==> src/mini_core_pkg.sv <==
package mini_core_pkg;

	// --------------------
	// Widths
	// --------------------

	typedef logic [31:0] word_t;    // Instruction or data word
	typedef logic [31:0] addr_t;    // Byte address, PC width
	typedef logic [4:0]  reg_idx_t; // Architectural register index
	typedef logic [6:0]  opcode_t;  // inst[6:0]

	// --------------------
	// Opcodes, RV32I subset
	// --------------------

	// Register-register ALU group, ADD and SUB
	localparam opcode_t OPC_OP     = 7'b0110011;

	// Register-immediate ALU group, ADDI only
	localparam opcode_t OPC_OP_IMM = 7'b0010011;

	// Conditional branches, BEQ and BNE
	localparam opcode_t OPC_BRANCH = 7'b1100011;

	// Jump and link
	localparam opcode_t OPC_JAL    = 7'b1101111;

	// --------------------
	// Reset state
	// --------------------

	// First fetch after reset
	localparam addr_t RESET_PC = 32'h0000_0000;

	// Notes on encodings used by decode and execute
	//   funct3 lives in inst[14:12] for all three groups above
	//   inst[30] picks SUB over ADD in the OP group
	//   Anything outside the subset still flows down the pipe
	//   and retires as a bubble with no register write

endpackage

==> src/fetch_unit.sv <==
`timescale 1ns/1ns

module fetch_unit #(
	parameter mini_core_pkg::addr_t EXC_VECTOR = 32'h0000_0080
) (
	input  logic                 clk,
	input  logic                 reset,
	input  logic                 except,
	input  logic                 redirect,
	input  mini_core_pkg::addr_t redirect_target,
	output mini_core_pkg::addr_t rom_addr,
	input  mini_core_pkg::word_t rom_data,
	output logic                 if_valid,
	output mini_core_pkg::addr_t if_pc,
	output mini_core_pkg::word_t if_inst
);
	import mini_core_pkg::*;

	addr_t pc;       // Address being fetched this cycle
	addr_t pc_plus4; // Sequential successor
	addr_t next_pc;  // Chosen PC for the coming edge
	logic  flush;    // Kill whatever is in IF right now

	// --------------------
	// Next PC selection
	// --------------------

	assign pc_plus4 = pc + 32'd4;
	assign flush    = except | redirect;

	// Exception beats a branch or jump resolved in the same cycle
	always_comb
	begin
		if (except)
			next_pc = EXC_VECTOR;
		else if (redirect)
			next_pc = redirect_target;     // Taken branch or JAL from EX
		else
			next_pc = pc_plus4;
	end

	// PC moves every clock with no stalls
	always_ff @(posedge clk)
	begin
		if (reset)
			pc <= RESET_PC;
		else
			pc <= next_pc;
	end

	// ROM read is combinational so the PC goes straight out
	assign rom_addr = pc;

	// --------------------
	// IF/ID register
	// --------------------

	// Valid bit cleared by reset and by any flush
	always_ff @(posedge clk)
	begin
		if (reset)
			if_valid <= 1'b0;
		else
			if_valid <= ~flush;   // Word fetched this cycle is wrong path on flush
	end

	// Fetched word and its PC
	always_ff @(posedge clk)
	begin
		if_pc   <= pc;
		if_inst <= rom_data;
	end

endmodule

==> src/inst_rom.sv <==
`timescale 1ns/1ns

module inst_rom #(
	parameter int ROM_WORDS = 64
) (
	input  logic                 clk,
	input  logic                 we,
	input  mini_core_pkg::addr_t waddr,
	input  mini_core_pkg::word_t wdata,
	input  mini_core_pkg::addr_t addr,
	output mini_core_pkg::word_t data
);
	import mini_core_pkg::*;

	localparam int IDX_W = (ROM_WORDS > 1) ? $clog2(ROM_WORDS) : 1;

	word_t             mem [ROM_WORDS]; // Program storage
	logic [IDX_W-1:0]  rd_idx;          // Word index of the fetch address
	logic [IDX_W-1:0]  wr_idx;          // Word index of the load address

	// Byte address to word index, wrapping at the ROM size
	assign rd_idx = IDX_W'((addr >> 2) % ROM_WORDS);
	assign wr_idx = IDX_W'((waddr >> 2) % ROM_WORDS);

	// Load port, one word per clock
	always_ff @(posedge clk)
	begin
		if (we)
			mem[wr_idx] <= wdata;
	end

	assign data = mem[rd_idx];  // Asynchronous read for fetch

endmodule

==> src/reg_file.sv <==
`timescale 1ns/1ns

module reg_file (
	input  logic                    clk,
	input  logic                    reset,
	input  mini_core_pkg::reg_idx_t rs1,
	input  mini_core_pkg::reg_idx_t rs2,
	output mini_core_pkg::word_t    rs1_data,
	output mini_core_pkg::word_t    rs2_data,
	input  logic                    we,
	input  mini_core_pkg::reg_idx_t rd,
	input  mini_core_pkg::word_t    wdata
);
	import mini_core_pkg::*;

	word_t regs [32];   // x0 slot stays zero, never written
	logic  wr_ok;       // Write enabled and not aimed at x0

	assign wr_ok = we && (rd != '0);

	// Whole file cleared on reset
	always_ff @(posedge clk)
	begin
		if (reset)
		begin
			for (int i = 0; i < 32; i++)
				regs[i] <= '0;
		end
		else if (wr_ok)
			regs[rd] <= wdata;
	end

	// Read ports
	// Bypass covers EX writing the register ID reads in the same cycle
	assign rs1_data = (rs1 == '0)               ? '0    :
	                  (wr_ok && (rd == rs1))    ? wdata : regs[rs1];
	assign rs2_data = (rs2 == '0)               ? '0    :
	                  (wr_ok && (rd == rs2))    ? wdata : regs[rs2];

endmodule

==> src/decode_unit.sv <==
`timescale 1ns/1ns

module decode_unit (
	input  logic                    clk,
	input  logic                    reset,
	input  logic                    flush,
	input  logic                    if_valid,
	input  mini_core_pkg::addr_t    if_pc,
	input  mini_core_pkg::word_t    if_inst,
	output mini_core_pkg::reg_idx_t rs1,
	output mini_core_pkg::reg_idx_t rs2,
	input  mini_core_pkg::word_t    rs1_data,
	input  mini_core_pkg::word_t    rs2_data,
	output logic                    id_valid,
	output mini_core_pkg::addr_t    id_pc,
	output mini_core_pkg::opcode_t  id_opcode,
	output logic [2:0]              id_funct3,
	output logic                    id_sub,
	output mini_core_pkg::reg_idx_t id_rd,
	output mini_core_pkg::word_t    id_rs1_val,
	output mini_core_pkg::word_t    id_rs2_val,
	output mini_core_pkg::word_t    id_imm
);
	import mini_core_pkg::*;

	opcode_t    opcode;
	logic [2:0] funct3;
	reg_idx_t   rd;
	logic       sub;
	word_t      imm_i;
	word_t      imm_b;
	word_t      imm_j;
	word_t      imm;

	// --------------------
	// Field split
	// --------------------

	assign opcode = if_inst[6:0];
	assign rd     = if_inst[11:7];
	assign funct3 = if_inst[14:12];
	assign rs1    = if_inst[19:15];   // To register file
	assign rs2    = if_inst[24:20];

	// inst[30] is immediate data for ADDI, only meaningful in OP
	assign sub = (opcode == OPC_OP) && if_inst[30];

	// --------------------
	// Immediates
	// --------------------

	assign imm_i = {{20{if_inst[31]}}, if_inst[31:20]};
	assign imm_b = {{19{if_inst[31]}}, if_inst[31], if_inst[7],
	                if_inst[30:25], if_inst[11:8], 1'b0};
	assign imm_j = {{11{if_inst[31]}}, if_inst[31], if_inst[19:12],
	                if_inst[20], if_inst[30:21], 1'b0};

	// Format picked by opcode
	always_comb
	begin
		case (opcode)
			OPC_OP_IMM: imm = imm_i;
			OPC_BRANCH: imm = imm_b;
			OPC_JAL:    imm = imm_j;
			default:    imm = '0;   // OP and unknown words need none
		endcase
	end

	// --------------------
	// ID/EX register
	// --------------------

	always_ff @(posedge clk)
	begin
		if (reset)
			id_valid <= 1'b0;
		else if (flush)
			id_valid <= 1'b0;     // Younger than a redirect or exception
		else
			id_valid <= if_valid;
	end

	// Payload travels unqualified, id_valid gates its use
	always_ff @(posedge clk)
	begin
		id_pc      <= if_pc;
		id_opcode  <= opcode;
		id_funct3  <= funct3;
		id_sub     <= sub;
		id_rd      <= rd;
		id_rs1_val <= rs1_data;   // Already bypassed by the register file
		id_rs2_val <= rs2_data;
		id_imm     <= imm;
	end

endmodule

==> src/execute_unit.sv <==
`timescale 1ns/1ns

module execute_unit (
	input  logic                    id_valid,
	input  mini_core_pkg::addr_t    id_pc,
	input  mini_core_pkg::opcode_t  id_opcode,
	input  logic [2:0]              id_funct3,
	input  logic                    id_sub,
	input  mini_core_pkg::reg_idx_t id_rd,
	input  mini_core_pkg::word_t    id_rs1_val,
	input  mini_core_pkg::word_t    id_rs2_val,
	input  mini_core_pkg::word_t    id_imm,
	output logic                    redirect,
	output mini_core_pkg::addr_t    redirect_target,
	output logic                    retire_valid,
	output mini_core_pkg::addr_t    retire_pc,
	output logic                    wb_en,
	output mini_core_pkg::reg_idx_t wb_rd,
	output mini_core_pkg::word_t    wb_data
);
	import mini_core_pkg::*;

	localparam logic [2:0] F3_ADD = 3'b000;   // ADD, SUB, ADDI
	localparam logic [2:0] F3_BEQ = 3'b000;
	localparam logic [2:0] F3_BNE = 3'b001;

	logic  is_alu;     // ADD, SUB or ADDI
	logic  is_jal;
	logic  is_branch;  // BEQ or BNE, other funct3 ignored
	logic  rs_equal;
	logic  br_taken;
	word_t operand_b;
	word_t alu_out;
	addr_t link_pc;

	// --------------------
	// Instruction class
	// --------------------

	assign is_alu    = ((id_opcode == OPC_OP) || (id_opcode == OPC_OP_IMM))
	                   && (id_funct3 == F3_ADD);
	assign is_jal    = (id_opcode == OPC_JAL);
	assign is_branch = (id_opcode == OPC_BRANCH)
	                   && ((id_funct3 == F3_BEQ) || (id_funct3 == F3_BNE));

	// --------------------
	// ALU
	// --------------------

	// Second operand is rs2 for OP, the immediate for OP_IMM
	assign operand_b = (id_opcode == OPC_OP) ? id_rs2_val : id_imm;
	assign alu_out   = id_sub ? (id_rs1_val - operand_b)
	                          : (id_rs1_val + operand_b);

	// --------------------
	// Branch and jump
	// --------------------

	assign rs_equal = (id_rs1_val == id_rs2_val);
	assign br_taken = is_branch &&
	                  (((id_funct3 == F3_BEQ) &&  rs_equal) ||
	                   ((id_funct3 == F3_BNE) && !rs_equal));

	assign link_pc = id_pc + 32'd4;   // JAL return address

	// One-cycle pulse, since the flush kills the next candidate
	assign redirect        = id_valid && (br_taken || is_jal);
	assign redirect_target = id_pc + id_imm;   // B and J share pc relative form

	// --------------------
	// Write-back and retire
	// --------------------

	assign retire_valid = id_valid;   // Bubbles and unknown words still retire
	assign retire_pc    = id_pc;

	// x0 writes never leave this unit
	assign wb_en   = id_valid && (is_alu || is_jal) && (id_rd != '0);
	assign wb_rd   = id_rd;
	assign wb_data = is_jal ? link_pc : alu_out;

endmodule

==> src/mini_core.sv <==
`timescale 1ns/1ns

module mini_core #(
	parameter int                   ROM_WORDS  = 64,
	parameter mini_core_pkg::addr_t EXC_VECTOR = 32'h0000_0080
) (
	input  logic                    clk,
	input  logic                    reset,
	input  logic                    except,
	input  logic                    prog_we,
	input  mini_core_pkg::addr_t    prog_addr,
	input  mini_core_pkg::word_t    prog_data,
	output logic                    retire_valid,
	output mini_core_pkg::addr_t    retire_pc,
	output logic                    wb_en,
	output mini_core_pkg::reg_idx_t wb_rd,
	output mini_core_pkg::word_t    wb_data
);
	import mini_core_pkg::*;

	// --------------------
	// Stage wiring
	// --------------------

	addr_t    rom_addr;
	word_t    rom_data;
	logic     if_valid;
	addr_t    if_pc;
	word_t    if_inst;
	reg_idx_t rs1;
	reg_idx_t rs2;
	word_t    rs1_data;
	word_t    rs2_data;
	logic     id_valid;
	addr_t    id_pc;
	opcode_t  id_opcode;
	logic [2:0] id_funct3;
	logic     id_sub;
	reg_idx_t id_rd;
	word_t    id_rs1_val;
	word_t    id_rs2_val;
	word_t    id_imm;
	logic     redirect;
	addr_t    redirect_target;
	logic     id_flush;   // Either event squashes ID

	assign id_flush = except | redirect;

	fetch_unit #(.EXC_VECTOR(EXC_VECTOR)) i_fetch_unit (
		.clk(clk), .reset(reset), .except(except), .redirect(redirect),
		.redirect_target(redirect_target), .rom_addr(rom_addr), .rom_data(rom_data),
		.if_valid(if_valid), .if_pc(if_pc), .if_inst(if_inst)
	);

	inst_rom #(.ROM_WORDS(ROM_WORDS)) i_inst_rom (
		.clk(clk), .we(prog_we), .waddr(prog_addr), .wdata(prog_data),
		.addr(rom_addr), .data(rom_data)
	);

	decode_unit i_decode_unit (
		.clk(clk), .reset(reset), .flush(id_flush),
		.if_valid(if_valid), .if_pc(if_pc), .if_inst(if_inst),
		.rs1(rs1), .rs2(rs2), .rs1_data(rs1_data), .rs2_data(rs2_data),
		.id_valid(id_valid), .id_pc(id_pc), .id_opcode(id_opcode),
		.id_funct3(id_funct3), .id_sub(id_sub), .id_rd(id_rd),
		.id_rs1_val(id_rs1_val), .id_rs2_val(id_rs2_val), .id_imm(id_imm)
	);

	// Write port fed straight from EX
	reg_file i_reg_file (
		.clk(clk), .reset(reset), .rs1(rs1), .rs2(rs2),
		.rs1_data(rs1_data), .rs2_data(rs2_data),
		.we(wb_en), .rd(wb_rd), .wdata(wb_data)
	);

	execute_unit i_execute_unit (
		.id_valid(id_valid), .id_pc(id_pc), .id_opcode(id_opcode),
		.id_funct3(id_funct3), .id_sub(id_sub), .id_rd(id_rd),
		.id_rs1_val(id_rs1_val), .id_rs2_val(id_rs2_val), .id_imm(id_imm),
		.redirect(redirect), .redirect_target(redirect_target),
		.retire_valid(retire_valid), .retire_pc(retire_pc),
		.wb_en(wb_en), .wb_rd(wb_rd), .wb_data(wb_data)
	);

endmodule

==> config.mk <==
export PLATFORM = sky130hd
export DESIGN_NAME = mini_core
export DESIGN_NICKNAME = d
export VERILOG_FILES = /design/src/mini_core_pkg.sv /design/src/fetch_unit.sv /design/src/inst_rom.sv /design/src/reg_file.sv /design/src/decode_unit.sv /design/src/execute_unit.sv /design/src/mini_core.sv
export SDC_FILE = /design/constraint.sdc
export NUM_CORES = 2
export LEC_CHECK = 0
export BUFFER_PORTS_ARGS = -buffer_cell sky130_fd_sc_hd__buf_2
export CAP_MARGIN = 20
export CORE_MARGIN = 2
export CORE_UTILIZATION = 40
export CTS_CLUSTER_DIAMETER = 80
export DETAILED_ROUTE_END_ITERATION = 8
export PLACE_DENSITY = 0.54
export SLEW_MARGIN = 30
export SYNTH_ARGS = -nofsm -noshare
export SYNTH_HDL_FRONTEND = slang
export SYNTH_SLANG_ARGS = --single-unit
==> constraint.sdc <==
create_clock -name clk -period 7.8 [get_ports clk]
set_input_delay 0.78 -clock clk [delete_from_list [all_inputs] [get_ports clk]]
set_output_delay 0.78 -clock clk [all_outputs]
set_load 0.005 [all_outputs]
Word level (Yosys, flattened, before mapping). Memory sizes are Yosys's and may differ from the RTL's. A register that Yosys moved wholly into a read port is not among the register bits. Index checks and enable logic that the tools add are counted.

Bits in registers: 210. Memory bits (writable): 3072. Input bits: 68. Output and inout bits: 71. Word-level logic and storage cells: 77. Memories kept: 2.

Memory list: i_inst_rom.mem (depth 64, bits a word 32, rd ports 1, clocked after memory_dff 1, wr ports 1, RTL line inst_rom.sv:17) `word_t mem [ROM_WORDS];`; i_reg_file.regs (depth 32, bits a word 32, rd ports 2, clocked after memory_dff 0, wr ports 32, RTL line reg_file.sv:16) `word_t regs [32];`.

Add/sub/neg operators: 5. Eq/ne operators: 12. Mux-type cells: 18. Bitwise logic cells: 2. Reduce and logical (&&, ||, !) cells: 25.

Operators by type and width (count): two-way mux 32 bit (7); case mux 32 bit (3 select lines) (1); adder 32 x 3 -> 32 bit, second input constant (2); adder 32 bit (2); equality test 32 bit (1); OR reduction 32 bit (1); subtractor 32 bit (1); equality test 7 bit, second input constant (4); equality test 7 x 5 -> 1 bit, second input constant (2); equality test 7 x 6 -> 1 bit, second input constant (2); logical AND 1 bit (12); equality test 5 bit (2); zero test 5 bit (2); two-way mux 1 bit (8); two-way mux 8 bit (1); logical OR 1 bit (5); two-way mux 5 bit (1); nonzero test 5 bit (1); OR reduction 2 bit (2); equality test 3 x 1 -> 1 bit, second input constant (1); zero test 3 bit (1); zero test 1 bit (1); inverter 1 bit (1); OR 1 bit (1).

Logic depth before layout (Yosys ltp).
Word-level depth: 12. Gate-level depth with buffers: 22. Depth with buffers taken out: 19.

Modules after synthesis. From an unflattened synthesis, not the netlist that was laid out.

Cell total of the unflattened synthesis: 8616. Area total of the unflattened synthesis: 146106.4 µm².

By module, submodules not included: inst_rom (times used 1, cells an instance 3292, area each 77874.7 µm², sequential area each 61499.0 µm²); reg_file (times used 1, cells an instance 3918, area each 55723.4 µm², sequential area each 30749.5 µm²); execute_unit (times used 1, cells an instance 915, area each 6252.2 µm², sequential area each 0.0 µm²); decode_unit (times used 1, cells an instance 215, area each 3255.6 µm², sequential area each 2682.6 µm²); fetch_unit (times used 1, cells an instance 275, area each 2994.1 µm², sequential area each 1941.9 µm²); mini_core (times used 1, cells an instance 1, area each 6.3 µm², sequential area each 0.0 µm²).

Least setup slack after synthesis. OpenSTA, ideal clock, no wires.

Kind: register to output. From: register i_decode_unit.id_opcode[0]. To: output wb_data[30]. Data arrival time: 4.687 ns. Path slack: 2.333 ns. Stages on the path, launching flop included: 19. Path buffers: 5. Path through: dfxtp_1 > nor4bb_1 > nand3_1 > clkbuf_1 > buf_1 > clkbuf_1 > mux2i_1 > xor2_1 > ha_1 > a2111o_1 > a2111oi_0 > nor3_1 > a211o_1 > o311a_1 > o22ai_1 > a31o_2 > buf_2 > buf_2 > inv_1.

Cells in the longest elaborated chain, start to end: 5. Elaborated cells between the ends (all ways): 7. Classes of those cells: add/sub (2); eq/ne (2); mux (3).

RTL lines: start: declaration (RTL line decode_unit.sv:16) `output mini_core_pkg::opcode_t id_opcode,`; start signal: assignment (RTL line decode_unit.sv:87) `id_opcode <= opcode;`; equality test 7 x 6 -> 1 bit (RTL line execute_unit.sv:51) `assign operand_b = (id_opcode == OPC_OP) ? id_rs2_val : id_imm;`; two-way mux 32 bit (RTL line execute_unit.sv:51); adder 32 bit / subtractor 32 bit (equally long branches) (RTL line execute_unit.sv:53, execute_unit.sv:52); two-way mux 32 bit (RTL line execute_unit.sv:52) `assign alu_out = id_sub ? (id_rs1_val - operand_b)`; two-way mux 32 bit * (RTL line execute_unit.sv:80) `assign wb_data = is_jal ? link_pc : alu_out;`; end: declaration (RTL line mini_core.sv:17) `output mini_core_pkg::word_t wb_data`.

Every way passes the cells marked *; elsewhere a longest branch is shown, timed or not.

Worst setup path after layout.
From: register i_decode_unit.id_opcode[0]. To: output wb_data[26].

Same word-level chain as after synthesis.

==> results.cfg <==
[status]
outcome = completed

[grt]
gr-total-overflow = 0
grt_pass1_wl_um = 606000
grt_max_degree = 122
grt_pass1_vias = 79000
grt_usage_pct = 24.1
antenna_found_initial = 24

[power]
power_switching_mw = 12.3
p_leak_nw = 51.9
pwr-share-seq_pct = 46.0
p_sw_share_pct = 28.2
ir_drop_mv = 0.251
internal_power_mw = 31.3
p_per_area_mw_per_mm2 = 272
comb_power_share_pct = 16.4
p_clk_share_pct = 37.6

[timing]
relSlewSlack_pct = 29.2
fin_hold_ws_ns = 0.163
worstMarginPinSlew_ns = 1.06
hold_viol_final = 0
slew_violations = 0
rsz0062_at_grt = no
tns_ns = 0
clock_skew_ns = 0.0539
setup_viol = 0
fin_crit_sh_pct = 93.9
max_freq_mhz = 136
fin_crit_ns = 7.33

[synthesis]
synth_commonest_cells = edfxtp_1 (3072), mux4_2 (1312), nor2_1 (1180)
syn_area_mm2 = 0.141
post-synth-top-count-cell = edfxtp_1
synth.distinct_cells = 72
ys.flop_type = edfxtp_1
syn_inst = 7582
synth_top_area_cell = edfxtp_1
synth_area_leaders = edfxtp_1 (65%), mux4_2 (21%), dfxtp_1 (3.3%)
ys_warn_count = 0
ys_seq_area_share_pct = 68.6
ys_ff_latch = 3303
synth_top_area_share_pct = 65.3
synth-edff-count = 3072
avgSynthCellArea_um2 = 18.6
async_reset_ff_share_pct = 0

[worst_setup_path]
critPathCapture = wb_data[26]
path_delay_family = compound AO/OA/AOI/OAI gates
path_depth = 16
critical_path.startpoint = i_decode_unit.id_opcode[0]$_DFF_P_
worstPathRequired_ns = 7.02
cp_max_fo = 19
start_kind = flop
cpPeakStageDelay_ns = 0.65
cp_data_arrival_time_ns = 6.55
reg2reg_depth = 16
crit_slowest_cell = and3_1
r2r_start = i_decode_unit.id_opcode[0]$_DFF_P_
cp_cell_sequence = nor4bb_1 > and3_1 > buf_4 > o31ai_1 > a21oi_1 > xor2_1 > ha_1 > a2111o_1 > a2111oi_0 > nor3_1 > a211o_1 > nor2_1 > xnor2_1 > o21ai_4 > inv_1 > buf_2
setup.worst_path.class = reg -> out
end_kind = output port
reg2reg_to = i_reg_file.regs[23][30]$_SDFFCE_PN0P_
critPathBufInv = 3
r2r_slack_ns = 1.59

[cells_and_area]
stdcell_count = 12800
fin_nets = 7864
drive_gt1_share_pct = 29.0
area_growth_pct = 13.3
fin_util_pct = 45.5
fillers = 29900

[drt]
vias = 76000
first_pass_iters = 6
drtIter0Drc = 7764
drc_errors = 0
wl_per_cell_um = 33.9
vias_per_cell = 5.96
wirelength_um = 433000
detail-route-antenna-nets = 0

[die]
start_util_pct = 40.1
die-area_mm2 = 0.358
pin_count = 139
coreArea_mm2 = 0.352
chipWidth_um = 598
num_rows = 218
die_h_um = 598

[placement]
io_buffers = 112
dp_cells = 12100
hpwl_um = 241000
gp_congestion = 0.895

[worst_hold_path]
hold_path_class = in -> reg

[clock_tree]
numCtsBuffers = 350
cts.clk_slew.worst_paths_ns = 0.06
cts_tree = yes
clockBufferDepth = 4
cts.htree.levels = 5
clock_sinks = 3303
postCtsSetupBuffers = 0
root_buffer = clkbuf_16
postCtsHoldBufs = 0
ctsResizeCount = 0
clk_latency_ns = 0.95

[flow_run]
maxCapViolCount = 0
-- cell usage in the layout (no fill, tap or decap), types with 16 or more instances in the layout --
| cell type | n |
|---|---|
| edfxtp_1 | 3072 |
| mux4_2 | 1312 |
| nor2_1 | 1114 |
| clkbuf_16 | 365 |
| buf_4 | 233 |
| dfxtp_1 | 215 |
| a211oi_1 | 155 |
| xor2_1 | 118 |
| nand2_1 | 104 |
| clkbuf_1 | 92 |
| a21oi_1 | 90 |
| nor2b_1 | 84 |
| buf_2 | 79 |
| nor2_4 | 66 |
| ha_1 | 64 |
| xnor2_1 | 59 |
| clkinv_1 | 57 |
| o21ai_0 | 55 |
| inv_1 | 53 |
| clkinv_2 | 50 |
| nand3_1 | 46 |
| nor3_1 | 36 |
| conb_1 | 32 |
| nand2_2 | 31 |
| nand2b_4 | 26 |
| a21o_1 | 25 |
| nor4_1 | 23 |
| mux2i_1 | 23 |
| bufinv_16 | 23 |
| diode_2 | 20 |
| buf_12 | 20 |
| nand4_1 | 17 |
| clkbuf_8 | 17 |
| and3_1 | 16 |
| or3_1 | 16 |
-- final cells by class --
cell class / instances / area [µm²] / area share, %
clock inverter: 158 / 1430 / 0.896
sequential: 3303 / 96900 / 60.5
tap: 4730 / 5920 / 3.70
antenna: 20 / 50.0 / 0.0313
multi-input combinational: 3689 / 43300 / 27.0
inverter: 53 / 199 / 0.124
timing repair buffer: 333 / 2560 / 1.60
clock buffer: 474 / 9710 / 6.07
-- through the flow --
step                instance area [µm²]  setup WS [ns]  total power, mW
finish                           160000          0.473             43.6
global route                     160000          0.161             44.9
CTS                              160000          0.471             43.9
detailed placement               149000           1.46             27.6
global placement                 149000           1.50             27.5
floorplan                        141000           2.33             24.2
-- power groups by stage --
stage | clock network, mW | logic (mW) | registers [mW]
after floorplan | 0 | 4.00 | 20.2
after global placement | 0 | 7.10 | 20.4
after detailed placement | 0 | 7.17 | 20.4
after CTS | 16.7 | 7.18 | 20.1
after global routing | 17.3 | 7.46 | 20.1
final | 16.4 | 7.14 | 20.0
-- cell families after synthesis --
logic type / share of synthesized area, %
AOI/OAI and AO/OA: 2.00
xor gates and xnor gates: 1.11
adders and majority gates: 0.595
buffers and inverters: 1.69
DFF: 68.6
muxes: 21.1
other: 0.00265
and+or+nand+nor: 4.94
-- how the worst min path moves through the flow --
stage	endpoint	slack, ns	startpoint	cells after the start
6_report	i_fetch_unit.rom_addr[7]$_SDFF_PP0_	0.16	except	3
4_1_cts	i_fetch_unit.rom_addr[7]$_SDFF_PP0_	0.12	except	3
5_1_grt	i_fetch_unit.rom_addr[7]$_SDFF_PP0_	0.18	except	3
3_5_place_dp	i_decode_unit.id_pc[26]$_DFF_P_	0.31	i_fetch_unit.if_pc[26]$_DFF_P_	0
2_1_floorplan	i_decode_unit.id_pc[0]$_DFF_P_	0.31	i_fetch_unit.if_pc[0]$_DFF_P_	0
3_3_place_gp	i_decode_unit.id_pc[18]$_DFF_P_	0.31	i_fetch_unit.if_pc[18]$_DFF_P_	0
-- flip-flops by register name, indices dropped and copies added (netlist names), 3 cells and up, named ones only --
| register | cells |
|---|---|
| i_decode_unit.id_imm | 21 |
| i_fetch_unit.rom_addr | 30 |
| i_fetch_unit.if_pc | 32 |
| i_fetch_unit.if_inst | 32 |
| i_decode_unit.id_rd | 5 |
| i_inst_rom.mem | 2048 |
| i_decode_unit.id_opcode | 7 |
| i_decode_unit.id_funct3 | 3 |
| i_decode_unit.id_rs2_val | 32 |
| i_reg_file.regs | 1024 |
| i_decode_unit.id_pc | 32 |
| i_decode_unit.id_rs1_val | 32 |
-- tightest hold or removal path: cells and delay by family --
kind	cells	cell delay [ns]
compound gates	1	0.05
buf+inv	1	0.11
simple gates	1	0.08
-- routing by layer --
metal / vias up / track usage [%] / share of wire, %
met3: 807 / 3.37 / 6.5
met4: 6 / 12.2 / 5.6
met1: 41200 / 31.4 / 39
met5: - / 0 / 0.0083
met2: 3069 / 39.6 / 49
li1: 31000 / - / -
No activity file was read; power rests on OpenSTA's default activity.
